### config.mk
export PLATFORM = sky130hd
export DESIGN_NAME = frame_admit
export DESIGN_NICKNAME = d
export VERILOG_FILES = /design/src/hw/eth_bus_pkg.sv /design/src/hw/frame_admit.sv
export SDC_FILE = /design/constraint.sdc
export NUM_CORES = 1
export LEC_CHECK = 0
export BUFFER_PORTS_ARGS = -buffer_cell sky130_fd_sc_hd__buf_2
export CORE_UTILIZATION = 37
export CTS_CLUSTER_DIAMETER = 150
export CTS_CLUSTER_SIZE = 20
export DETAILED_ROUTE_END_ITERATION = 10
export GPL_TIMING_DRIVEN = 0
export PLACE_DENSITY_LB_ADDON = 0.3
export SETUP_SLACK_MARGIN = 0.2
export SYNTH_ARGS = -nofsm -noshare
export SYNTH_HDL_FRONTEND = slang
export SYNTH_SLANG_ARGS = --single-unit
### constraint.sdc
create_clock -name rx_clk -period 4.47 [get_ports rx_clk]
set_input_delay 0.2235 -clock rx_clk [delete_from_list [all_inputs] [get_ports rx_clk]]
set_output_delay 0.2235 -clock rx_clk [all_outputs]
set_load 0.02 [all_outputs]
### src/hw/eth_bus_pkg.sv
`default_nettype none

// Types of the Ethernet receive and transmit buses
package eth_bus_pkg;

	// One octet on the transmit side
	typedef logic [7:0] eth_byte_t;

	// One receive word
	// First byte of the frame sits in the top octet
	typedef logic [31:0] eth_word_t;

	// Valid bytes in a receive word, 1 to 4
	typedef logic [2:0] eth_lanes_t;

	// Frame length in bytes
	// 11 bits cover anything up to 2047 bytes
	typedef logic [10:0] frame_len_t;

endpackage

`default_nettype wire
### src/hw/frame_admit.sv
`timescale 1ns/100ps
`default_nettype none

// Write side admission
// Each frame is checked at rx_start against room for a maximum sized frame
module frame_admit
	import eth_bus_pkg::*;
#(
	parameter int DATA_DEPTH      = 1024,
	parameter int MAX_FRAME_BYTES = 1500
) (
	input wire                         rx_clk,
	input wire                         rx_rst,
	input wire                         rx_start,
	input wire                         rx_data_valid,
	input wire eth_lanes_t             rx_bytes_valid,
	input wire                         rx_commit,
	input wire                         rx_drop,
	input wire [$clog2(DATA_DEPTH):0]  free_words,
	input wire                         len_full,
	output logic                       wr_en,
	output logic                       commit,
	output logic                       rollback,
	output frame_len_t                 push_len,
	output logic                       frame_dropped
);
	localparam int ADDR_W        = $clog2(DATA_DEPTH);
	// Reserve in whole words
	localparam int RESERVE_WORDS = (MAX_FRAME_BYTES + 3) / 4;

	logic       dropping;
	logic       refuse;
	frame_len_t frame_len;

	// Too little room or no free length slot
	assign refuse = (free_words < (ADDR_W + 1)'(RESERVE_WORDS)) || len_full;

	// A refused frame never reaches the buffers
	assign wr_en    = rx_data_valid && !dropping;
	assign commit   = rx_commit && !dropping;
	assign rollback = rx_drop && !dropping;

	// Length goes into the FIFO with the commit strobe
	assign push_len = frame_len;

	always_ff @(posedge rx_clk) begin
		if (rx_rst) begin
			// Words left over from a frame cut by reset are discarded
			dropping      <= 1'b1;
			frame_dropped <= 1'b0;
			frame_len     <= '0;
		end else begin
			frame_dropped <= rx_start && refuse;
			if (rx_start) begin
				dropping  <= refuse;
				frame_len <= '0;
			end else if (rx_data_valid) begin
				frame_len <= frame_len + frame_len_t'(rx_bytes_valid);
			end
		end
	end

endmodule

`default_nettype wire

# --- Yosys cells after proc, flatten, opt, wreduce, memory -nomap -nowiden ---
# Cells that the tools add are included.
# Widths: inputs -> output; s select.
op_classes:
  add_sub_neg: 1
  order_cmp: 1
  n_reduce_logical: 7
ops:
  columns: ["operator", "count"]
  rows:
  - ["$add 11x3->11", 1]
  - ["$lt 11x9->1 const B", 1]
  - ["$logic_and 1x1->1", 4]
  - ["$reduce_or 2->1", 1]
  - ["$logic_not 1->1", 1]
  - ["$logic_or 1x1->1", 1]
word_totals:
  register_bits: 13
  in_bits: 21
  output_inout_bits: 15
  elab_cells: 12

# --- Depth between registers and ports, before layout ---
# Gate-level depths: netlist of run 1.
depth:
  ltp_word: 3
  ltp_mapped: 7
  ltp_nobuf: 7

# --- Worst setup path after synthesis of run 1 ---
# Ideal clock, no wire load.
synth_path:
  path_type: "register to register"
  start: "register frame_len[0], in the netlist push_len[0]"
  end: "register frame_len[10], in the netlist push_len[10]"
  setup_time_ns: 0.071
  arrival_ns: 1.968
  required_ns: 4.399
  path_slack_ns: 2.432
  path_stages_with_launch: 8
  n_path_buf: 0
  synth_period_minus_slack_ns: 2.038
  path_cell_list: "dfxtp_1 > ha_1 > inv_1 > fa_1 > and2b_1 > o21ai_2 > or4_1 > a21oi_1"
synth_via:
  elab_chain_len: 1
synth_lines:
  columns: ["item", "line_no", "source"]
  rows:
  - ["from (decl)", "frame_admit.sv:33", "frame_len_t frame_len;"]
  - ["from (signal assigned)", "frame_admit.sv:58", "frame_len <= frame_len + frame_len_t'(rx_bytes_valid);"]
  - ["$add 11x3->11", "frame_admit.sv:58", null]
# No other way between the ends.
# A chain may end at the register's enable or synchronous reset.

# --- Worst setup path after layout of run 1 ---
# Same ends and word-level chain as after synthesis.

==> implementation parameters, run 1 <==
Parameter                              Value

Clocking
  Number of gates resized after CTS    0
  Root buffer selected by CTS    clkbuf_4
  Clk_lat worst skew    0.27 ns
  Total CTS buffers    3
  TritonCTS Sinks    13
  Clock tree from TritonCTS    done
  Clock transition at the registers of the reported paths    0.07 ns
  Number of hold-repair buffers added at the cts stage    0
  H-tree depth    1
  Buffer depth of the longest clock path    2
  Setup Fix Bufs, Post-CTS    0

Place
  Post-detail-place hpwl    1186 um
  Worst slack at placement    2.503 ns
  Final Wtd Congestion    0.7661
  Number of port buffers    34

Global routing
  Wire length of the first global-routing pass    2373 um
  Initial antenna violation count    0
  Via count of the first global-routing pass    574
  Total gr overflow    0
  Total routing usage reported by global routing    16.32%
  Maximum number of pins on one net before global-route repair    11

STA
  Final WS setup    2.455 ns
  Highest clock rate    0.4963 GHz
  RSZ-0062 raised after global routing    no
  Final setup fails    0
  Headroom to the max-slew limit    57.88%
  Pin slew with the least headroom to its limit    0.6281 ns
  Total Negative Setup Slacks    0 ns
  Final Hold Fails    0
  Final Critical Period    2.015 ns
  Clock skew after layout    0.001345 ns
  Share of the clock period used by the worst path    45.08%
  Number of slew-limit violations in the final report    0

Synthesis
  Top post-synthesis cells by count    dfxtp_1 (13), nor2_1 (9), a21oi_1 (5), inv_1 (4)
  Most common cell in the synthesized netlist    dfxtp_1
  Synth Net Count    101
  Count of mapped cells out of synthesis    76
  Cell type with the highest aggregate area in the netlist    dfxtp_1
  Dominant register cell in the synthesized netlist    dfxtp_1
  Fraction of synthesized cell area taken by the top area cell type    37.34%
  Syn. warnings    0
  Mean cell area of the mapped netlist    9.170 um2
  Number of storage elements in the synthesis netlist    13
  Post-synthesis instance area    696.9 um2
  Synth async-reset ratio    0%
  Count of cell types in the netlist    31
  Number of flops mapped to enable cells by yosys    0
  Top area cells in the synthesized netlist    dfxtp_1 (37%), ha_1 (5.4%), nor2_1 (4.8%)
  Sequential share of the synthesized area    37.34%

Floorplan
  Die outline area    2061 um2
  Die span in y    45.40 um
  Core region area    1745 um2
  Top-level port count    36
  Placement Rows    15
  Chip width    45.40 um
  Initial Util    39.93%

Drt
  Total length of routed wires    1489 um
  Iteration-0 DRC Markers    4
  Number of design rule violations left after detail routing    0
  Router iterations before antenna repair    3
  Total number of vias    676
  Routed vias/inst    4.863
  Final ANT Viol Nets    0
  Wire length per cell after detailed routing    10.71 um

Power and ir drop
  Switching power summed over all nets    54.26 uW
  Design internal power    168.6 uW
  Combinational power share    14.6%
  P_leak    0.0004147 uW
  Relative contribution of the clock network to total power    31.8%
  Worst supply voltage drop on vdd    0.0001563 V
  Total power    222.9 uW
  Switching share of total power    24.35%
  Seq pwr share    53.6%
  Total power density per cell area    241.0 nW/um2

Cells and area
  Share of cells above drive strength 1    35.96%
  Net count reported at finish    140
  Growth of design area from synthesis to finish    32.68%
  Number of fill cells    169
  Share of the core filled with cells in the final layout    52.97%
  Antenna fix cells    0

Worst setup path
  CP required    4.68 ns
  Type of the worst setup path    reg2reg
  Worst path cell trace    ha_1 -> inv_1 -> fa_1 -> and2b_1 -> o21ai_2 -> or4_1 -> a21oi_1
  End of the worst register-to-register path    push_len[10]
  Highest-delay cell along the critical path    or4_1
  CP peak stage delay    0.47 ns
  R2R depth    7
  Startpoint kind of the worst setup timing path    flop
  Maximum net fanout on the critical path    3
  R2R setup slack    2.45 ns
  Data arrival time at the worst-slack endpoint    2.22 ns
  Buffering stage count on the worst path with inverters included    1
  R2r startpoint    push_len[0]
  Type of destination of the critical path    flop
  Critical path's top delay family    simple AND/OR/NAND/NOR gates

Hold path
  Destination of the worst hold path    frame_dropped
  Worst hold path stage count    2
  Hold wc startpoint    rx_rst
  Tightest Hold Check Type    in2reg

Flow run
  Count of maximum capacitance violations    0

Outcome
  Status    finished clean
power groups by stage:
stage / clock (uW) / sequential [uW] / combinational [uW]
2_1_floorplan: 0 / 124 / 16.7
3_3_place_gp: 0 / 122 / 31.7
4_1_cts: 74.8 / 120 / 32.9
5_1_grt: 81.2 / 120 / 36.4
3_5_place_dp: 0 / 122 / 32.8
6_report: 70.8 / 120 / 32.5
how the worst max path moves through the flow:
stage | startpoint | endpoint | slack [ns] | cells past startpoint
2_1_floorplan | push_len[0] | push_len[10] | 2.43 | 7
3_3_place_gp | push_len[0] | push_len[10] | 2.52 | 7
3_5_place_dp | push_len[0] | push_len[10] | 2.50 | 7
4_1_cts | push_len[0] | push_len[10] | 2.46 | 7
5_1_grt | push_len[0] | push_len[10] | 2.34 | 7
6_report | push_len[0] | push_len[10] | 2.45 | 7
metrics by stage:
stage	area (um2)	std cells	hold WS, ns
3_3_place_gp	898.4	135	0.4191
4_1_cts	924.6	139	0.1185
5_1_grt	924.6	139	0.1194
6_report	924.6	139	0.1279
2_1_floorplan	696.9	76	0.2996
3_5_place_dp	898.4	135	0.4145
final cells by class:
class	instances	area, um2	area share, %
buffer	2	15.01	1.624
clock buffer	4	26.28	2.842
inverter	4	15.01	1.624
multi-input combinational	57	406.6	43.98
sequential	13	260.3	28.15
tap	25	31.28	3.383
timing repair buffer	34	170.2	18.40
placed cells by master, fill, tap and decap left out, drive strengths merged, types with 4 or more instances in the layout:
cell type  count
dfxtp         13
inv            4
o21ai          4
a21oi          5
nor2           9
clkbuf         5
buf           35
flip-flops by register name, summed over array words and instances (netlist names):
signal,flops
dropping,1
frame_dropped,1
push_len,11
layer usage:
metal / up-vias / global-route usage [%] / part of all wire (%)
met4: 0 / 6.061 / 1.7
met3: 4 / 7.540 / 5.8
met5: - / 0 / 0
met1: 298 / 19.01 / 44
li1: 351 / - / -
met2: 23 / 26.00 / 49
cell families after synthesis:
kind of cell	synth area share [%]
xor+xnor	7.542
buf+inv	4.308
compound gates	16.87
mux	2.873
fa+ha+maj	8.259
flops	37.34
simple gates	22.80
worst register-to-register path: cells and delay by family (launching register included):
kind            cells  cell delay, ns
buf+inv             1            0.05
flops               1            0.36
compound gates      2            0.23
fa+ha+maj           2            0.56
simple gates        2            0.75
Power figures use the tool's default switching activity.
==> run 2: changes to the inputs <==
Clock period 4.47 ns to 1.9 ns, I/O delays scaled along.
==> implementation parameters, run 2 (same netlist as run 1, synthesis figures left out) <==
Parameter                              Value

STA
  RSZ-0062 raised after global routing    yes
  Pin slew with the least headroom to its limit    0.6394 ns (+0.01134 ns)
  Number of slew-limit violations in the final report    0 (unchanged)
  Total Negative Setup Slacks    0 ns (unchanged)
  Final Hold Fails    0 (unchanged)
  Worst-case hold slack    0.03733 ns (-0.09062 ns)
  Headroom to the max-slew limit    57.12% (-0.76 points)
  Share of the clock period used by the worst path    96.73% (+52 points)
  Clock skew after layout    0.0007629 ns (-0.0005820 ns)
  Highest clock rate    0.5441 GHz (+9.6%)
  Final setup fails    0 (unchanged)
  Final Critical Period    1.838 ns (-0.1772 ns)

Worst setup path
  R2r startpoint    push_len[0]
  CP required    2.10 ns (-2.58 ns)
  Startpoint kind of the worst setup timing path    flop
  Type of destination of the critical path    flop
  Maximum net fanout on the critical path    3 (unchanged)
  Data arrival time at the worst-slack endpoint    2.04 ns (-0.18 ns)
  Type of the worst setup path    reg2reg
  Crit path from    push_len[0]

Global routing
  Gr busiest metal    met2
  Maximum number of pins on one net before global-route repair    11 (unchanged)
  Total routing usage reported by global routing    16.67% (+0.35 points)
  Met2 track utilization from global routing    26.86% (+0.86 points)
  Via count of the first global-routing pass    627 (+9.2%)
  Global-route track usage on met3    6.349% (-1.2 points)
  Initial antenna violation count    0 (unchanged)
  Wire length of the first global-routing pass    2504 um (+5.5%)
  Total gr overflow    0 (unchanged)
  Global routing usage on met1    20.30% (+1.3 points)

Drt
  Router iterations before antenna repair    5 (+2)
  Routed vias/inst    4.783 (-1.6%)
  Total length of routed wires    1557 um (+4.6%)
  Number of design rule violations left after detail routing    0 (unchanged)
  Wire length per cell after detailed routing    10.89 um (+1.6%)
  Final ANT Viol Nets    0 (unchanged)
  Iteration-0 DRC Markers    6 (+2)
  Total number of vias    684 (+1.2%)

Flow run
  Count of maximum capacitance violations    0 (unchanged)

Place
  Post-detail-place hpwl    1195 um (+0.75%)
  Number of port buffers    34 (unchanged)
  Placed cell area    918.4 um2 (+2.2%)
  Final Wtd Congestion    0.7409 (-3.3%)

Clocking
  Clock transition at the registers of the reported paths    0.07 ns (about the same)
  Total CTS buffers    3 (unchanged)
  Clk_lat worst skew    0.27 ns (about the same)
  Clock tree from TritonCTS    done
  Root buffer selected by CTS    clkbuf_4
  H-tree depth    1 (unchanged)
  Buffer depth of the longest clock path    2 (unchanged)
  TritonCTS Sinks    13 (unchanged)

Cells and area
  Growth of design area from synthesis to finish    40.22%
  Share of cells above drive strength 1    41.53% (+5.6 points)
  Antenna fix cells    0 (unchanged)
  Final Instance Area    977.2 um2 (+5.7%)
  Commonest cells after routing, fill and taps aside    buf_2 (34), dfxtp_1 (11), nor2_1 (9)
  Net count reported at finish    144 (+2.9%)
  Most common library cell in the layout ignoring fill and taps    buf_2
  Flip-flop count of the largest register after layout    11 (unchanged)
  Number of fill cells    172 (+1.8%)
  Share of the core filled with cells in the final layout    55.99% (+3.0 points)

Power and ir drop
  Worst supply voltage drop on vdd    0.0004030 V (+160%)
  P_leak    0.0004310 uW (+3.9%)
  Total power density per cell area    542.2 nW/um2 (+120%)

Floorplan
  Core region area    1745 um2 (unchanged)
  Die span in y    45.40 um (unchanged)
  Placement Rows    15 (unchanged)
  Die outline area    2061 um2 (unchanged)
  Initial Util    39.93% (unchanged)
  Top-level port count    36 (unchanged)
  Chip width    45.40 um (unchanged)

Hold path
  Tightest Hold Check Type    in2reg
  Hold wc startpoint    rx_data_valid

Outcome
  Status    finished clean
## run 2: through the flow
stage	setup slack (ns)	instances	total power [uW]
finish	0.06215	143	529.8
detailed placement	0.03917	135	366.4
global placement	0.07205	135	363.7
CTS	0.03773	140	536.2
floorplan	0.07587	76	332.4
global route	-0.006841	143	565.6
## run 2: critical path, stage by stage, from the launching register on
cell     delay [ns]
dfxtp_4        0.37
ha_4           0.13
inv_2          0.03
fa_2           0.33
and2b_1        0.24
o21ai_2        0.08
or4_1          0.46
a21oi_1        0.13
## run 2: where the power goes
| part | switching, uW | internal (uW) |
|---|---|---|
| Combinational | 41.0 | 42.1 |
| Sequential | 4.29 | 277 |
| Clock | 84.3 | 81.4 |
## run 2: area by class of cell
class / instances / area [um2] / area share [%]
timing repair buffer: 38 / 202.7 / 20.74
buffer: 2 / 15.01 / 1.536
multi-input combinational: 57 / 421.7 / 43.15
sequential: 13 / 265.3 / 27.14
clock buffer: 4 / 26.28 / 2.689
inverter: 4 / 15.01 / 1.536
tap: 25 / 31.28 / 3.201
## run 2: what timing repair did
| item | CTS | global route |
|---|---|---|
| pin swaps | 0 | 3 |
| gates resized for setup | 0 | 1 |
| hold buffers | 0 | 1 |
| endpoints found under the hold margin | 0 | 1 |
| setup buffers | 1 | 2 |
| endpoints found under the setup margin | 2 | 6 |
## run 2: worst paths after layout
check | slack, ns | cells after the start | to
worst max-delay path | 0.06 | 7 | push_len[10]
worst min-delay path | 0.04 | 2 | push_len[1]
worst max register to register | 0.06 | 7 | push_len[10]
worst min register to register | 0.49 | 2 | push_len[10]
## run 2: routing by layer
metal	up-vias	share of wire, %
met2	19	50
met4	0	0.51
met1	306	44
li1	357	-
met3	2	5.5
met5	-	0
