==> config.mk <==
export PLATFORM = sky130hd
export DESIGN_NAME = xover_pop_ctrl_flat
export DESIGN_NICKNAME = d
export VERILOG_FILES = /design/src/hw/frame_buf_pkg.sv /design/src/hw/eth_bus_pkg.sv /design/src/hw/byte_out_if.sv /design/src/hw/frame_rd_if.sv /design/src/hw/xover_pop_ctrl.sv /design/src/flat_wrapper.sv
export SDC_FILE = /design/constraint.sdc
export NUM_CORES = 1
export LEC_CHECK = 0
export ABC_AREA = 1
export BUFFER_PORTS_ARGS = -buffer_cell sky130_fd_sc_hd__buf_2
export CAP_MARGIN = 30
export CORE_ASPECT_RATIO = 0.9
export CORE_UTILIZATION = 53
export DETAILED_ROUTE_END_ITERATION = 8
export PLACE_DENSITY = 0.9
export REMOVE_ABC_BUFFERS = 1
export SETUP_SLACK_MARGIN = 0.05
export SYNTH_ARGS = -nofsm -noshare
export SYNTH_HDL_FRONTEND = slang
export SYNTH_SLANG_ARGS = --single-unit
==> constraint.sdc <==
create_clock -name rx_clk -period 2.05 [get_ports rx_clk]
set_input_delay 0.1025 -clock rx_clk [delete_from_list [all_inputs] [get_ports rx_clk]]
set_output_delay 0.1025 -clock rx_clk [all_outputs]
set_load 0.02 [all_outputs]
==> src/hw/frame_buf_pkg.sv <==
`default_nettype none

// Types used on the buffer and readout side
package frame_buf_pkg;

	// Byte position inside a buffered word
	// Lane 0 is the top octet and goes out first
	typedef logic [1:0] lane_idx_t;

	//////////////////////////////////////////////////
	// Pop controller states

	// IDLE       wait for a committed frame and tx_ready
	// LEN_TAKE   pop the length, fetch the first word
	// WORD_WAIT  first word comes back from the buffer
	// BYTE_OUT   step through the lanes, one byte per cycle
	// RELEASE    free the frame's words in the buffer
	typedef enum logic [2:0] {
		IDLE,
		LEN_TAKE,
		WORD_WAIT,
		BYTE_OUT,
		RELEASE
	} pop_state_t;

endpackage

`default_nettype wire

==> src/hw/eth_bus_pkg.sv <==
`default_nettype none

// Types of the Ethernet receive and transmit buses
package eth_bus_pkg;

	// One octet on the transmit side
	typedef logic [7:0] eth_byte_t;

	// One receive word
	// First byte of the frame sits in the top octet
	typedef logic [31:0] eth_word_t;

	// Valid bytes in a receive word, 1 to 4
	typedef logic [2:0] eth_lanes_t;

	// Frame length in bytes
	// 11 bits cover anything up to 2047 bytes
	typedef logic [10:0] frame_len_t;

endpackage

`default_nettype wire
==> src/hw/byte_out_if.sv <==
`timescale 1ns/100ps
`default_nettype none

// Lane control from the pop controller to the byte serializer
interface byte_out_if
	import frame_buf_pkg::*;
();
	logic      frame_start;  // One pulse per frame
	logic      load;         // Take the word on rd_data
	lane_idx_t lane;         // Byte picked from the held word
	logic      byte_en;      // Picked byte goes out

	modport ctrl (output frame_start, load, lane, byte_en);
	modport target (input frame_start, load, lane, byte_en);

endinterface

`default_nettype wire

==> src/hw/frame_rd_if.sv <==
`timescale 1ns/100ps
`default_nettype none

// Read port of the frame data buffer
interface frame_rd_if
	import eth_bus_pkg::*;
#(
	parameter int DATA_DEPTH = 1024
);
	logic                          rd_en;
	logic [$clog2(DATA_DEPTH)-1:0] rd_offset;     // Words from the oldest frame's start
	eth_word_t                     rd_data;       // Valid the cycle after rd_en
	logic                          release_en;    // Frees the oldest frame
	logic [$clog2(DATA_DEPTH):0]   release_words;

	modport ctrl (output rd_en, rd_offset, release_en, release_words, input rd_data);
	modport target (input rd_en, rd_offset, release_en, release_words, output rd_data);
endinterface

`default_nettype wire

==> src/hw/xover_pop_ctrl.sv <==
`timescale 1ns/100ps
`default_nettype none

// Readout control
// Takes one committed frame at a time and walks it out byte by byte
module xover_pop_ctrl
	import eth_bus_pkg::*;
	import frame_buf_pkg::*;
#(
	parameter int DATA_DEPTH = 1024
) (
	input wire              rx_clk,
	input wire              rx_rst,
	input wire              tx_ready,
	input wire              len_empty,
	input wire frame_len_t  head_len,
	output logic            len_pop,
	frame_rd_if.ctrl        rd,
	byte_out_if.ctrl        ser
);
	localparam int ADDR_W = $clog2(DATA_DEPTH);

	pop_state_t        state;
	frame_len_t        frame_len;
	frame_len_t        bytes_left;   // Including the byte going out now
	lane_idx_t         lane_cnt;
	logic [ADDR_W-1:0] word_offset;  // Next word to fetch
	logic [11:0]       len_round;
	logic              last_byte;
	logic              fetch_next;

	assign last_byte = (bytes_left == 11'd1);

	// Next word is fetched at lane 2 so it is back by lane 3
	assign fetch_next = (state == BYTE_OUT) && (lane_cnt == 2'd2) && (bytes_left > 11'd2);

	// Frame size rounded up to whole words
	assign len_round = {1'b0, frame_len} + 12'd3;

	assign rd.rd_offset     = word_offset;
	assign rd.release_words = (ADDR_W + 1)'(len_round[11:2]);
	assign ser.lane         = lane_cnt;

	//////////////////////////////////////////////////
	// Strobes decoded from the state

	always_comb begin
		len_pop         = 1'b0;
		rd.rd_en        = 1'b0;
		rd.release_en   = 1'b0;
		ser.frame_start = 1'b0;
		ser.load        = 1'b0;
		ser.byte_en     = 1'b0;
		case (state)
			LEN_TAKE: begin
				len_pop         = 1'b1;
				rd.rd_en        = 1'b1;
				ser.frame_start = 1'b1;
			end
			WORD_WAIT: begin
				ser.load = 1'b1;
			end
			BYTE_OUT: begin
				ser.byte_en = 1'b1;
				rd.rd_en    = fetch_next;
				// Lane 3 still leaves from the old word while the new one loads
				ser.load    = (lane_cnt == 2'd3) && !last_byte;
			end
			RELEASE: begin
				rd.release_en = 1'b1;
			end
			default: begin
			end
		endcase
	end

	//////////////////////////////////////////////////
	// State and counters

	always_ff @(posedge rx_clk) begin
		if (rx_rst) begin
			state       <= IDLE;
			frame_len   <= '0;
			bytes_left  <= '0;
			lane_cnt    <= '0;
			word_offset <= '0;
		end else begin
			if (rd.rd_en)
				word_offset <= word_offset + ADDR_W'(1);
			case (state)
				// tx_ready only matters here
				IDLE: begin
					word_offset <= '0;
					if (!len_empty && tx_ready)
						state <= LEN_TAKE;
				end
				// Head length is still valid while the pop is in progress
				LEN_TAKE: begin
					frame_len  <= head_len;
					bytes_left <= head_len;
					lane_cnt   <= '0;
					state      <= WORD_WAIT;
				end
				WORD_WAIT: begin
					state <= BYTE_OUT;
				end
				BYTE_OUT: begin
					lane_cnt   <= lane_cnt + 2'd1;
					bytes_left <= bytes_left - 11'd1;
					if (last_byte)
						state <= RELEASE;
				end
				RELEASE: begin
					state <= IDLE;
				end
				default: begin
					state <= IDLE;
				end
			endcase
		end
	end

endmodule

`default_nettype wire

==> src/flat_wrapper.sv <==
// flat-port wrapper written by rule: the top's interface ports become plain ports
module xover_pop_ctrl_flat import eth_bus_pkg::*; import frame_buf_pkg::*;
#(
	parameter int DATA_DEPTH = 1024
)
  (rx_clk, rx_rst, tx_ready, len_empty, head_len, len_pop, rd_rd_en, rd_rd_offset, rd_release_en, rd_release_words, rd_rd_data, ser_frame_start, ser_load, ser_lane, ser_byte_en);
  frame_rd_if #(.DATA_DEPTH(DATA_DEPTH)) rd_i ();
  byte_out_if ser_i ();
  input wire rx_clk;
  input wire rx_rst;
  input wire tx_ready;
  input wire len_empty;
  input wire frame_len_t head_len;
  output logic len_pop;
  output wire logic [$bits(rd_i.rd_en)-1:0] rd_rd_en;
  output wire logic [$bits(rd_i.rd_offset)-1:0] rd_rd_offset;
  output wire logic [$bits(rd_i.release_en)-1:0] rd_release_en;
  output wire logic [$bits(rd_i.release_words)-1:0] rd_release_words;
  input wire logic [$bits(rd_i.rd_data)-1:0] rd_rd_data;
  output wire logic [$bits(ser_i.frame_start)-1:0] ser_frame_start;
  output wire logic [$bits(ser_i.load)-1:0] ser_load;
  output wire logic [$bits(ser_i.lane)-1:0] ser_lane;
  output wire logic [$bits(ser_i.byte_en)-1:0] ser_byte_en;
  assign rd_rd_en = rd_i.rd_en;
  assign rd_rd_offset = rd_i.rd_offset;
  assign rd_release_en = rd_i.release_en;
  assign rd_release_words = rd_i.release_words;
  assign rd_i.rd_data = rd_rd_data;
  assign ser_frame_start = ser_i.frame_start;
  assign ser_load = ser_i.load;
  assign ser_lane = ser_i.lane;
  assign ser_byte_en = ser_i.byte_en;
  xover_pop_ctrl #(.DATA_DEPTH(DATA_DEPTH)) u_core (.rx_clk(rx_clk), .rx_rst(rx_rst), .tx_ready(tx_ready), .len_empty(len_empty), .head_len(head_len), .len_pop(len_pop), .rd(rd_i), .ser(ser_i));
endmodule
* After elaboration in Yosys (flattened, before gate mapping) *
Index checks and enable logic that the tools add are counted.

word-level totals
  register bits after elaboration = 37
  input port bits = 47
  logic and storage cells = 39

operators by class
  add/subtract/negate cells = 4
  $lt $le $gt $ge = 1
  eq/ne operators = 9
  mux-type cells = 10
  reductions and logical operators = 10

operator list
  kind                                                             number
  one-hot mux 11 bit (2 select lines)                              1
  adder 11 x 2 -> 12 bit (second input constant)                   1
  one-hot mux 3 bit (4 select lines)                               1
  equality test 11 x 1 -> 1 bit (second input constant)            1
  greater-than comparator 11 x 2 -> 1 bit (second input constant)  1
  subtractor 11 x 1 -> 11 bit (second input constant)              1
  adder 10 x 1 -> 10 bit (second input constant)                   1
  equality test 3 x 2 -> 1 bit (second input constant)             2
  2-to-1 mux 3 bit                                                 2
  equality test 2 bit (second input constant)                      2
  logical AND 1 bit                                                4
  inequality test 2 x 1 -> 1 bit (second input constant)           2
  one-hot mux 1 bit (2 select lines)                               2
  one-hot mux 2 bit (2 select lines)                               1
  equality test 3 x 1 -> 1 bit (second input constant)             1
  equality test 3 bit (second input constant)                      1
  logical NOT 3 bit                                                1
  2-to-1 mux 1 bit                                                 3
  adder 2 x 1 -> 2 bit (second input constant)                     1
  logical NOT 1 bit                                                2
  AND reduction 2 bit                                              1
  nonzero test 2 bit                                               1
  OR reduction 2 bit                                               1

* Depth between registers and ports, before layout *
  word-level depth = 4
  mapped depth = 10
  depth with buffers taken out = 9

* Worst setup path before layout *
Ideal clock, no wire load.

  path kind = flip-flop to output port
  start = register u_core.frame_len[2]
  end = output rd_release_words[6]
  arrival = 1.415 ns
  required time = 1.947 ns
  slack = 0.532 ns
  cell stages (with the launch flop) = 7
  cell sequence = dfxtp_1 > nand2_1 > a21oi_2 > nand3_1 > nor2_1 > and2_2 > xor2_1

between the ends
  longest elaborated chain between the ends = 1

RTL lines
  what                    RTL line              RTL
  start, declared         xover_pop_ctrl.sv:24  frame_len_t frame_len;
  start signal, assigned  xover_pop_ctrl.sv:99  frame_len <= head_len;
  adder 11 x 2 -> 12 bit  xover_pop_ctrl.sv:38  assign len_round = {1'b0, frame_len} + 12'd3;
  end, declared           flat_wrapper.sv:18    output wire logic [$bits(rd_i.release_words)-1:0] rd_release_words;

No other way between the ends.

* Final worst setup path *
Ends and elaborated chain as after synthesis.

==> results.txt <==
- Worst Setup Slack, final: 201.4 ps
- Of the total power, registers draw 38.5%.
* Via Count: 2046
- For this design the top-level I/O count stands at 76.
* Synthesized flop and latch total: 37
- Residual antenna-violating net count after detailed routing: 0
* Synth cell types: 32
- Together, buffers and inverters on the worst path number 1.
- Across all register-to-register paths, the minimum setup slack is 480 ps.
- Post-CTS Setup Bufs: 0
- IR drop worst, VDD: 0.0006773 V
- Category of the worst setup path capture point: output port
- After detailed routing, the average wire length per cell comes to 11.29 µm.
* Via count of the first global-routing pass: 1761
- The share of total power dissipated in the clock network is 21.0%.
* Hold Path Class: in2reg
- Vertical die dimension: 61.30 µm
- Inserted Clock Buffers: 5
* Leading post-synthesis cells by cell area: dfxtp_1, nand2_1, a21oi_1
- Setup repair after global routing missed its margin: no
- Timing would allow up to 540.9 MHz.
- In this run the most used layer during global routing was met2.
- Post-synth top flop: dfxtp_1
* Count of nets after finishing: 402
- The first detailed-routing pass took 4 iterations.
- Global routing used 43.14% of the available met2 tracks.
- Broken down by cell family, the worst path's largest delay share belongs to simple AND/OR/NAND/NOR gates.
- Proportion of netlist area held by the largest area contributor: 35.77%
- The setup path with the least slack is of type reg2out.
- Root cell of the clock tree: clkbuf_8
- STA classifies the critical path startpoint as a register.
- Data on the critical path arrives at its endpoint at 1750 ps.
- In the final timing run, aggregate negative setup slack is 0 ps.
- The number of slew-limit violations in the final report came to 0.
* Row Count: 21
- The routed design has 4.471 mm of wire.
* Worst hold path cell count: 3
* Combinational fraction of design power: 40.6%
- Post-layout power: 2.389 mW
* Setup-violating endpoint count in the final report: 0
- Share of final-layout standard cells stronger than drive strength 1: 18.29%
- Summing every instance area after synthesis gives 2071 µm².
- Post-DP Area: 2300 µm²
- Cells traversed along the worst timing path: nand2_1 > a21oi_2 > nand3_1 > nor2_2 > and2_2 > xor2_1 > buf_2
* Share of the yosys chip area belonging to registers: 35.77%
* Worst clock skew on the final layout: 3.599 ps
- PortBufs: 42
- The analysis attributes to cell leakage a power of 1.123 nW.
- Worst reg-to-reg path cell count: 8
- Biggest cell delay along the critical path: 380 ps
- Logic depth of the worst path, buffers included: 7
- The core region is 3731 µm².
* Data required time at the worst endpoint: 1950 ps
- Commonest cells in the synthesized netlist: nand2_1, inv_1, dfxtp_1
- The tightest hold path in the finished design has a slack of 80.82 ps.
* Global-route wire length before repair: 7.258 mm
- The number of antenna violations at the first check in global routing came to 0.
- On the critical path, the stage with the largest delay is an instance of dfxtp_1.
* Most numerous cell in the Yosys netlist: nand2_1
- Clock-pin slew was measured on the worst setup and hold paths at 70 ps.
- Die span in x: 67.89 µm
- Clk sink count: 37
- Across the run, the number of max-cap violations was 0.
- PD cells: 1000 nW/µm²
* Async set-or-reset flop fraction in the synthesized netlist: 0%
* Maximum buffer depth of the clock tree: 2
- The final-report hold violation count is 0.
- After detailed routing, the number of remaining DRC violations is 0.
* Half-perimeter wire length after detailed placement: 3.226 mm
* Routability congestion estimate from global placement: 0.8809
- For this configuration, the core starts out at a cell density of 55.50%.
- The later pin in the worst-skew pair is clocked with a latency of 290 ps.
- Counting I/O delays and the setup requirement, the final critical path takes 1849 ps.
- At the placement stage, the worst setup path has a slack of 462.0 ps.
* Total Die Area: 4161 µm²
* Total of warnings raised by yosys: 0
- After global routing the overflow that remains totals 0.
- After layout, the worst path uses 90.18% of the clock period.
- Met3 routing resource usage after global routing: 4.630%
- In this run, synthesis inferred 0 flip-flops with an integrated enable.
- Summed over all nets, the switching power comes to 1.016 mW.
- Entering global routing, the biggest net connects 23 pins.
- Number of antenna cells inserted: 0
- Synthesis produced a netlist whose cell count is 306.
- Of all nets on the critical path, the largest fanout is 4.
* Met1 Resource Use GR: 26.27%
- The run finished with clean final reports.
* Mean cell area of the mapped netlist: 6.767 µm²
- Int Power: 1.373 mW
* CTS tree: built
- For this block, the initial DRC count from the detailed router was 136.
* GR Util All Layers: 23.53%
- Of the total power, the share spent switching nets is 42.53%.
* Post-synth top area cell: dfxtp_1
- In this run the number of H-tree levels came out at 2.
- Via density per instance: 5.167
* Area added between synthesis and finish: 15.35%
* Cell area after layout: 2389 µm²
cell type report:
| type | count | area, µm² |
|---|---|---|
| Clock buffer | 6 | 72.57 |
| Tap cell | 46 | 57.56 |
| Timing Repair Buffer | 46 | 240.2 |
| Multi-Input combinational cell | 215 | 1099 |
| Clock inverter | 2 | 10.01 |
| Sequential cell | 37 | 740.7 |
| Fill cell | 332 | 1343 |
| Inverter | 44 | 168.9 |
registers in the layout, summed over array words and instances (netlist names):
name and count:
u_core.frame_len 11, u_core.bytes_left 11, u_core.ser.lane 2, u_core.rd.rd_offset 10, u_core.state 3
final timing paths:
path,to,start
hold / removal,u_core.frame_len[0],head_len[0]
setup / recovery,rd_release_words[6],u_core.frame_len[2]
setup reg to reg,u_core.bytes_left[1],u_core.state[1]
hold reg to reg,u_core.frame_len[6],u_core.frame_len[6]
routing by layer:
layer | part of all wire [%] | vias to the layer above
met4 | 1.5 | 0
met1 | 47 | 935
met2 | 47 | 41
met5 | 0 | -
met3 | 3.8 | 8
li1 | - | 1062
metrics by stage:
step | util, % | std cells
floorplan | - | 296
global placement | 61.64 | 388
detailed placement | 61.64 | 388
CTS | 63.85 | 396
global route | 64.02 | 396
finish | 64.02 | 396
cell families after synthesis:
| kind of cell | share of synthesized area (%) |
|---|---|
| fa+ha+maj | 3.625 |
| simple gates | 30.03 |
| flops | 35.77 |
| other cells | 0.1811 |
| compound gates | 13.17 |
| buf+inv | 11.30 |
| xor+xnor | 5.922 |
layout by cell type (no fill, tap or decap), types with 2 or more instances in the layout:
cell      instances
clkinv_2          2
nor3_1            2
nand2_1          73
nor2_2            3
nor2_1           30
a31oi_1           5
clkinv_1          2
clkbuf_8          5
xnor2_1           5
dfxtp_1          37
o21ai_0           7
ha_1              6
nand4_1           4
buf_2            42
inv_1            40
xor2_1            9
nand3_1          26
buf_4             4
a21oi_1          33
worst min-delay path: stages:
cell	delay (ps)
buf_2	90
nand2_1	70
a21oi_1	60
power by group through the flow:
stage | clock network, mW | logic [mW] | registers (mW)
4_1_cts | 0.504 | 0.964 | 0.916
5_1_grt | 0.526 | 1.09 | 0.934
6_report | 0.500 | 0.969 | 0.919
3_3_place_gp | 0 | 0.931 | 0.929
3_5_place_dp | 0 | 0.955 | 0.931
2_1_floorplan | 0 | 0.706 | 0.919
timing repair:
item / in CTS / in global routing
resized for setup: 0 / 2
endpoints found under the setup margin: 0 / 4
hold buffers: 0 / 0
endpoints found under the hold margin: 0 / 0
(Power assumes the default switching activity.)
