## src/hw/eth_bus_pkg.sv

```systemverilog
`default_nettype none

// Types of the Ethernet receive and transmit buses
package eth_bus_pkg;

	// One octet on the transmit side
	typedef logic [7:0] eth_byte_t;

	// One receive word
	// First byte of the frame sits in the top octet
	typedef logic [31:0] eth_word_t;

	// Valid bytes in a receive word, 1 to 4
	typedef logic [2:0] eth_lanes_t;

	// Frame length in bytes
	// 11 bits cover anything up to 2047 bytes
	typedef logic [10:0] frame_len_t;

endpackage

`default_nettype wire
```

## src/hw/frame_len_fifo.sv

```systemverilog
`timescale 1ns/100ps
`default_nettype none

// Lengths of committed frames in commit order
// Head entry is visible without a read strobe
module frame_len_fifo
	import eth_bus_pkg::*;
#(
	parameter int LEN_DEPTH = 64
) (
	input wire              rx_clk,
	input wire              rx_rst,
	input wire              push,
	input wire frame_len_t  push_len,
	output logic            full,
	input wire              pop,
	output frame_len_t      head_len,
	output logic            empty
);
	localparam int PTR_W = $clog2(LEN_DEPTH);

	frame_len_t       len_mem [LEN_DEPTH];
	logic [PTR_W-1:0] wr_ptr;
	logic [PTR_W-1:0] rd_ptr;
	logic [PTR_W:0]   count;
	logic             do_push;
	logic             do_pop;

	assign do_push  = push && !full;
	assign do_pop   = pop && !empty;
	assign full     = (count == (PTR_W + 1)'(LEN_DEPTH));
	assign empty    = (count == '0);
	assign head_len = len_mem[rd_ptr];

	always_ff @(posedge rx_clk) begin
		if (do_push)
			len_mem[wr_ptr] <= push_len;
	end

	always_ff @(posedge rx_clk) begin
		if (rx_rst) begin
			wr_ptr <= '0;
			rd_ptr <= '0;
			count  <= '0;
		end else begin
			if (do_push)
				wr_ptr <= wr_ptr + PTR_W'(1);
			if (do_pop)
				rd_ptr <= rd_ptr + PTR_W'(1);
			// Occupancy holds when push and pop meet
			case ({do_push, do_pop})
				2'b10:   count <= count + (PTR_W + 1)'(1);
				2'b01:   count <= count - (PTR_W + 1)'(1);
				default: count <= count;
			endcase
		end
	end

endmodule

`default_nettype wire

```

## config.mk

```make
export PLATFORM = sky130hd
export DESIGN_NAME = frame_len_fifo
export DESIGN_NICKNAME = d
export VERILOG_FILES = /design/src/hw/eth_bus_pkg.sv /design/src/hw/frame_len_fifo.sv
export SDC_FILE = /design/constraint.sdc
export NUM_CORES = 1
export LEC_CHECK = 0
export ABC_AREA = 1
export ABC_CLOCK_PERIOD_IN_PS = 3350
export BUFFER_PORTS_ARGS = -buffer_cell sky130_fd_sc_hd__buf_2
export CAP_MARGIN = 30
export CORE_MARGIN = 1
export CORE_UTILIZATION = 30
export DETAILED_ROUTE_END_ITERATION = 8
export SYNTH_ARGS = -nofsm -noshare
export SYNTH_HDL_FRONTEND = slang
export SYNTH_SLANG_ARGS = --single-unit
```

## constraint.sdc

```tcl
create_clock -name rx_clk -period 3.35 [get_ports rx_clk]
set_input_delay 0.335 -clock rx_clk [delete_from_list [all_inputs] [get_ports rx_clk]]
set_output_delay 0.335 -clock rx_clk [all_outputs]
set_load 0.05 [all_outputs]
```

After elaboration in Yosys (flattened, before gate mapping)
Memories as Yosys holds them, arrays and structs flattened. A register that Yosys moved wholly into a read port is not among the register bits.
Index checks and enable logic that the tools add are counted.
Widths: inputs -> output; s select.
{ "word_totals": {"ramBits": 704, "mem_count": 1, "in_bits": 15, "out_inout_bits": 13, "register_bits": 19, "word_cells": 22} }
{ "classes": {"muxes": 5, "reduce_logical": 6, "n_addsub": 4, "eq_ne": 3} }
{ "mem_list": {"columns": ["name", "depth", "word_bits", "rd", "rd_clocked_by_memory_dff", "write_ports", "line_no", "text"], "rows": [
  ["len_mem", 64, 11, 1, 1, 1, "frame_len_fifo.sv:22", "frame_len_t len_mem [LEN_DEPTH];"]
]} }
{ "ops": {"columns": ["op", "count"], "rows": [
  ["$pmux 7 s2", 1],
  ["$add 6x1->6 const B", 2],
  ["$mux 6", 2],
  ["$add 7x1->7 const B", 1],
  ["$eq 7x7->1 const B", 1],
  ["$logic_not 7->1", 1],
  ["$sub 7x1->7 const B", 1],
  ["$eq 2x1->1 const B", 1],
  ["$eq 2x2->1 const B", 1],
  ["$logic_and 1x1->1", 2],
  ["$logic_not 1->1", 2],
  ["$mux 1", 2],
  ["$reduce_bool 2->1", 1]
]} }

Longest topological paths before layout
Gate-level depths: netlist of run 1.
{ "logic_depth": {"ltp_word": 5, "depth_mapped": 20, "depth_no_buf": 18} }

Worst setup path after synthesis of run 1
No wires, ideal clock.
{ "synth_timing": {"path_kind": "register to register", "startpoint": "register count[3]", "endpoint": "register count[4]", "path_buffers": 2, "path_stages_with_launch": 17, "setup_time_ps": 115, "path_slack_ps": -86, "arrival_ps": 3321, "required_time_ps": 3235, "period_less_slack_ps": 3436, "path_cell_list": "dfxtp_1 inv_1 nand4_1 nor3_1 nor2_1 buf_2 ha_1 buf_2 xnor2_1 inv_1 ha_1 o21bai_1 nand2_1 nand2_1 xor2_1 o21ai_0 inv_1"} }
{ "synth_between": {"elab_chain_cells": 5, "elab_cells_between_ends": 12, "cone_classes": "2 x add/sub; 3 x eq/ne; 1 x mux; 6 x reduce/logical"} }
{ "synth_rtl": {"columns": ["item", "line_no", "text"], "rows": [
  ["from (decl)", "frame_len_fifo.sv:25", "logic [PTR_W:0] count;"],
  ["from (signal assigned)", "frame_len_fifo.sv:52", "2'b10: count <= count + (PTR_W + 1)'(1);"],
  ["from (signal assigned)", "frame_len_fifo.sv:53", "2'b01: count <= count - (PTR_W + 1)'(1);"],
  ["from (signal assigned)", "frame_len_fifo.sv:54", "default: count <= count;"],
  ["$logic_not 7->1 (*)", "frame_len_fifo.sv:32", "assign empty = (count == '0);"],
  ["net empty", "frame_len_fifo.sv:18", "output logic empty"],
  ["$logic_not 1->1 (*)", "frame_len_fifo.sv:30", "assign do_pop = pop && !empty;"],
  ["$logic_and 1x1->1 (*)", "frame_len_fifo.sv:30", null],
  ["$eq 2x1->1 / $eq 2x2->1 (equally long branches)", "frame_len_fifo.sv:51", "case ({do_push, do_pop})"],
  ["$pmux 7 s2 / $reduce_bool 2->1 (equally long branches)", null, null]
]} }
Mark *: on every way through the listed nets, which the timed path passes. The rest lies on a longest branch.
A chain may end at the register's enable or synchronous reset.

==> impl_metrics.csv, run 1 <==
group,metric,value,unit
clock_network,cts_tree,"yes",
clock_network,numCtsBuffers,77,
clock_network,cts_buffer_depth,3,
power_and_ir_drop,clockPowerShare,0.341,
drt,finalWirelength,79.9,mm
yosys,synth_cell_types,25,
placement,dpl_cell_area,32000,um2
floorplanning,die_area,101000,um2
clock_network,clk_pin_slew,60,ps
placement,dp_hpwl,46.3,mm
flow_run,cap_violations,0,
drt,ant_nets,0,
timing,setup_viol,0,
yosys,yosysWarnings,0,
setup_path,crit_type,"reg2out",
layout,syn2layout_area_growth,15.8,%
global_route,antenna_found_initial,1,
status,status,"completed",
placement,routabilityCongestion,0.839,
yosys,synthXorXnorAreaFrac,0.00235,
clock_network,clk_latency,640,ps
yosys,ys_ff_latch,729,
power_and_ir_drop,p_switching,7.82,mW
setup_path,reg2reg_slack,620,ps
setup_path,cp-start-kind,"flop",
setup_path,cp_cell_sequence,"buf_4, clkbuf_16, nand2_1, nand3_1, nand3_1, nand2_1, nand2_1, nand3_1, nand3_1, nand2_1, buf_4",
floorplanning,coreArea,98600,um2
clock_network,cts-root-buf,"clkbuf_16",
timing,max_slew_margin,0.342,
power_and_ir_drop,swShare,0.322,
layout,drive_gt1_frac,0.102,
floorplanning,start_util,0.303,
setup_path,endpoint,"head_len[1]",
power_and_ir_drop,combPwrFrac,0.238,
yosys,synthSimpleGateAreaFrac,0.233,
drt,route.detailed.drc,0,
yosys,synth-adder-area-share,0.00209,
power_and_ir_drop,power.internal,16.4,mW
yosys,ys_async_sr_fraction,0,
power_and_ir_drop,p_total,24.3,mW
floorplanning,io_pins,28,
yosys,synthFlopType,"edfxtp_1",
yosys,ys_seq_area_frac,0.724,
setup_path,critPathMaxFanout,52,
timing,tightest_slew,987,ps
setup_path,critPathSlowestCell,"dfxtp_4",
floorplanning,rows,115,
yosys,synth_edf_count,704,
global_route,grt_usage,0.156,
setup_path,timing.rr.end,"count[4]",
global_route,grt_max_degree,105,
layout,nets,2719,
power_and_ir_drop,power.density,702,nW/um2
hold_path,hold_class,"in2reg",
timing,hold_viol,0,
drt,drt_first_pass_iters,5,
timing,max_freq,301,MHz
setup_path,end_kind,"primary output",
clock_network,cts.sinks,729,
timing,skew,31.3,ps
floorplanning,dieHeight,318,um
layout,fin_area,34600,um2
setup_path,path_buf_inv,3,
drt,via_per_inst,4.88,
timing,fin_crit_sh,0.992,
setup_path,crit_family,"simple AND/OR/NAND/NOR gates",
floorplanning,die_x,318,um
setup_path,arrival,2990,ps
drt,wl_per_cell,19.7,um
power_and_ir_drop,p_seq_frac,0.421,
timing,period_needed,3320,ps
layout,final_cells,4047,
setup_path,r2r-start,"count[3]",
power_and_ir_drop,irDropWorstVdd,0.452,mV
setup_path,crit_cells,11,
power_and_ir_drop,leakagePower,12.4,nW
yosys,synth_nets,2636,
drt,drt_iter0_drc,2072,
timing,slew_viol_final,0,
yosys,synth_top_family_by_area,"simple AND/OR/NAND/NOR gates",
setup_path,required,3010,ps
placement,dp.cells,3898,
setup_path,rr_worst_depth,15,
timing,tns,0,ps
yosys,synth_area_per_cell,11.4,um2
drt,vias,19700,
yosys,syn-instance-count,2616,
clock_network,h-tree-depth,3,
global_route,grt_pass1_wl,120,mm
placement,io_buffer_count,27,
global_route,grt.overflow.total,0,
yosys,synth.area.mux_share,0,
global_route,grt_pass1_vias,18800,
yosys,synth_compound_area_frac,0.00582,
yosys,netlist_area,29900,um2
setup_path,critPathMaxStageDelay,470,ps
==> area by class of cell <==
class | instances | area [um2]
fill | 9525 | 64000
sequential | 729 | 21700
multi-input combinational | 1689 | 7290
clock buffer | 93 | 2010
tap | 1287 | 1610
timing repair buffer | 158 | 1410
clock inverter | 46 | 410
inverter | 43 | 195
timing repair inverter | 1 | 11.3
antenna | 1 | 2.50
==> worst min-delay path by stage <==
| stage | startpoint | to | slack [ps] | depth (start not counted) |
|---|---|---|---|---|
| 3_3_place_gp | rd_ptr[2] | flop | 470 | 2 |
| 2_1_floorplan | push_len[0] | len_mem[0][0] | 430 | 0 |
| 3_5_place_dp | rd_ptr[2] | flop | 480 | 2 |
| 5_1_grt | push_len[0] | len_mem[22][0] | 100 | 1 |
| 4_1_cts | rx_rst | wr_ptr[5] | 70 | 2 |
| 6_report | rx_rst | wr_ptr[3] | 110 | 2 |
==> metrics by stage <==
step                setup WS (ps)  hold WS [ps]   util
finish                       26.9           113  0.351
global route                -24.2           104  0.351
CTS                         -9.47          67.4  0.350
detailed placement            441           481  0.324
global placement              427           474  0.324
floorplan                     246           434      -
==> cell usage in the layout, fill, tap and decap left out, types with 2 or more instances in the layout <==
| cell type | netlist | routed |
|---|---|---|
| nand2_1 | 940 | 940 |
| edfxtp_1 | 704 | 704 |
| nand3_1 | 611 | 610 |
| buf_4 | 28 | 117 |
| clkbuf_16 | 0 | 79 |
| nor2_1 | 75 | 75 |
| inv_1 | 37 | 37 |
| a21oi_1 | 21 | 21 |
| dfxtp_1 | 25 | 21 |
| buf_2 | 84 | 21 |
| clkinv_1 | 1 | 17 |
| clkinv_2 | 0 | 16 |
| clkbuf_1 | 28 | 15 |
| buf_12 | 0 | 13 |
| o21ai_0 | 11 | 11 |
| nand4_1 | 8 | 8 |
| xnor2_1 | 6 | 6 |
| ha_1 | 5 | 5 |
| bufinv_16 | 0 | 5 |
| buf_16 | 0 | 4 |
| nor3_2 | 1 | 3 |
| inv_6 | 0 | 3 |
| dfxtp_4 | 0 | 3 |
| inv_16 | 0 | 3 |
| nand3_2 | 1 | 2 |
| nor3_1 | 4 | 2 |
| xor2_1 | 2 | 2 |
| inv_2 | 5 | 2 |
| clkinvlp_4 | 0 | 2 |
| inv_8 | 0 | 2 |
==> kinds of logic after synthesis <==
family,Yosys count
flip-flops,729
buffers and inverters,198
AO/OA/AOI/OAI,34
adder cells (fa/ha/maj),5
AND/OR/NAND/NOR,1642
XOR/XNOR,8
==> synthesized netlist by cell type, drive strengths merged, types with 5 or more instances <==
master | number | area share
nor3 | 5 | 0.0010
edfxtp | 704 | 0.71
buf | 127 | 0.023
nand3 | 612 | 0.10
a21oi | 21 | 0.0035
xnor2 | 6 | 0.0018
ha | 5 | 0.0021
nand2 | 940 | 0.12
dfxtp | 25 | 0.017
nand4 | 8 | 0.0017
inv | 42 | 0.0053
o21ai | 11 | 0.0018
nor2 | 76 | 0.0096
clkbuf | 28 | 0.0035
==> flip-flops by register name (all words and copies together), names as in the netlist, named ones only <==
register,flops
wr_ptr,6
len_mem,704
rd_ptr,6
count,7
==> power by group through the flow <==
| stage | registers, mW | logic, mW | clock network, mW |
|---|---|---|---|
| after global routing | 10.2 | 6.32 | 8.77 |
| after CTS | 10.2 | 5.70 | 8.43 |
| after detailed placement | 10.4 | 5.57 | 0 |
| final | 10.2 | 5.78 | 8.27 |
| after global placement | 10.4 | 5.55 | 0 |
| after floorplan | 10.4 | 3.75 | 0 |
==> per-layer routing <==
layer | global-route usage | routed length (um) | part of all wire | vias to the layer above
met5 | 0 | 0 | 0 | -
li1 | - | - | - | 9314
met4 | 0.0456 | 1900 | 0.024 | 0
met1 | 0.218 | 35300 | 0.44 | 9572
met2 | 0.245 | 36600 | 0.46 | 734
met3 | 0.0308 | 6120 | 0.077 | 124
==> repair_timing <==
| item | in CTS | in global routing |
|---|---|---|
| pin swaps | 0 | 0 |
| setup buffers | 0 | 5 |
| setup endpoints to repair | 7 | 11 |
| cloned | 2 | 1 |
| hold buffers | 0 | 0 |
| gates resized for setup | 14 | 10 |
Note: power is estimated with default switching activity, not from simulation.
==> run 2, diff against run 1 <==
--- a/config.mk
+++ b/config.mk
@@ -6,7 +6,7 @@
 export NUM_CORES = 1
 export LEC_CHECK = 0
 export ABC_AREA = 1
-export ABC_CLOCK_PERIOD_IN_PS = 3350
+export ABC_CLOCK_PERIOD_IN_PS = 3700
 export BUFFER_PORTS_ARGS = -buffer_cell sky130_fd_sc_hd__buf_2
 export CAP_MARGIN = 30
 export CORE_MARGIN = 1
==> constraint.sdc (replaced) <==
create_clock -name rx_clk -period 3.7 [get_ports rx_clk]
set_input_delay 0.37 -clock rx_clk [delete_from_list [all_inputs] [get_ports rx_clk]]
set_output_delay 0.37 -clock rx_clk [all_outputs]
set_load 0.05 [all_outputs]
==> impl_metrics.csv, run 2 (synthesis gave the netlist of run 1 again) <==
group,metric,value,unit
layout,syn2layout_area_growth,14.7,%
global_route,antenna_found_initial,2,
floorplanning,die_area,101000,um2
drt,vias,19700,
placement,dp_hpwl,46.0,mm
setup_path,end_kind,"primary output",
timing,tns,0,ps
floorplanning,coreArea,98600,um2
clock_network,numCtsBuffers,75,
timing,setup_viol,0,
setup_path,cp-start-kind,"flop",
drt,finalWirelength,78.6,mm
layout,nets,2697,
setup_path,crit_type,"reg2out",
timing,max_freq,281,MHz
layout,final_common_cell,"nand2_1",
floorplanning,rows,115,
floorplanning,start_util,0.303,
drt,drt_first_pass_iters,5,
clock_network,cts.sinks,729,
drt,ant_nets,0,
layout,final_core_util,0.348,
status,status,"completed",
timing,skew,32.7,ps
setup_path,required,3330,ps
drt,drt_iter0_drc,2362,
drt,via_per_inst,4.89,
power_and_ir_drop,power.density,631,nW/um2
floorplanning,dieHeight,318,um
floorplanning,die_x,318,um
timing,tightest_slew,1020,ps
power_and_ir_drop,leakagePower,12.3,nW
global_route,grt_pass1_wl,119,mm
global_route,grt_usage,0.155,
clock_network,hold_buffers,0,
power_and_ir_drop,irDropWorstVdd,0.453,mV
clock_network,cts-root-buf,"clkbuf_16",
timing,hold_viol,0,
layout,layout_common_cells,"940 x nand2_1, 704 x edfxtp_1, 611 x nand3_1, 99 x buf_4",
placement,routabilityCongestion,0.871,
clock_network,clk_pin_slew,60,ps
placement,io_buffer_count,27,
drt,wl_per_cell,19.5,um
floorplanning,io_pins,28,
timing,period_needed,3560,ps
global_route,grt.overflow.total,0,
setup_path,arrival,3190,ps
timing,rsz0062_at_grt,"no",
layout,largest_register,"len_mem",
timing,timing.final.ws_setup,144,ps
timing,max_slew_margin,0.320,
clock_network,h-tree-depth,3,
flow_run,cap_violations,0,
layout,largest_reg_flops,704,
clock_network,clk_latency,650,ps
layout,top_regs,"len_mem x704, count x7",
clock_network,cts_buffer_depth,3,
timing,slew_viol_final,0,
global_route,grt_max_degree,139,
hold_path,hold_class,"in2reg",
clock_network,ctsResizeCount,0,
global_route,grt_pass1_vias,18500,
setup_path,critPathMaxFanout,138,
layout,drive_gt1_frac,0.0939,
clock_network,cts_tree,"yes",
timing,fin_crit_sh,0.961,
placement,dp_slack,813,ps
timing,worst_hold_slack,137,ps
clock_network,cts_setup_buffers,0,
drt,route.detailed.drc,0,
==> run 2: per-stage QoR <==
| step | instances | cell area, um2 | total power, mW |
|---|---|---|---|
| 6_report | 4024 | 34300 | 21.6 |
| 5_1_grt | 4023 | 34300 | 22.6 |
| 4_1_cts | 4023 | 34300 | 21.8 |
| 3_5_place_dp | 3887 | 31900 | 14.4 |
| 3_3_place_gp | 3882 | 31800 | 14.4 |
| 2_1_floorplan | 2616 | 29900 | 12.8 |
==> run 2: worst paths after layout <==
path | slack [ps] | endpoint | from | cells after the start
setup / recovery | 140 | head_len[4] | flop | 10
hold / removal | 140 | len_mem[30][0] | push_len[0] | 1
setup reg to reg | 760 | count[4] | count[0] | 14
hold reg to reg | 490 | flop | rd_ptr[2] | 2
==> run 2: routing by layer <==
layer | part of all wire | GRT usage | vias to the layer above
met1 | 0.44 | 0.217 | 9581
met5 | 0.00017 | 0 | -
met4 | 0.028 | 0.0503 | 2
met3 | 0.074 | 0.0334 | 127
met2 | 0.46 | 0.237 | 702
li1 | - | - | 9264
==> run 2: critical path: stages, from the launching register on <==
cell     delay, ps
dfxtp_4        550
buf_12         480
nand2_1        100
nand3_1        110
nand3_1        120
nand2_1        150
nand2_1         80
nand3_1        180
nand3_1         90
nand2_1        210
buf_2          310
==> run 2: cell type report <==
type | count | area [um2]
multi-input combinational | 1689 | 7280
timing repair buffer | 139 | 1140
clock buffer | 91 | 1950
antenna | 1 | 2.50
fill | 9571 | 64300
inverter | 43 | 175
clock inverter | 45 | 439
tap | 1287 | 1610
sequential | 729 | 21700
==> run 2: power by group <==
group          total [mW]  leakage (nW)  switching, mW  internal (mW)
Clock                7.40          1.17           3.20           4.20
Combinational        4.95          4.54           3.59           1.36
Sequential           9.26          6.54          0.106           9.16
Total                21.6          12.3           6.90           14.7
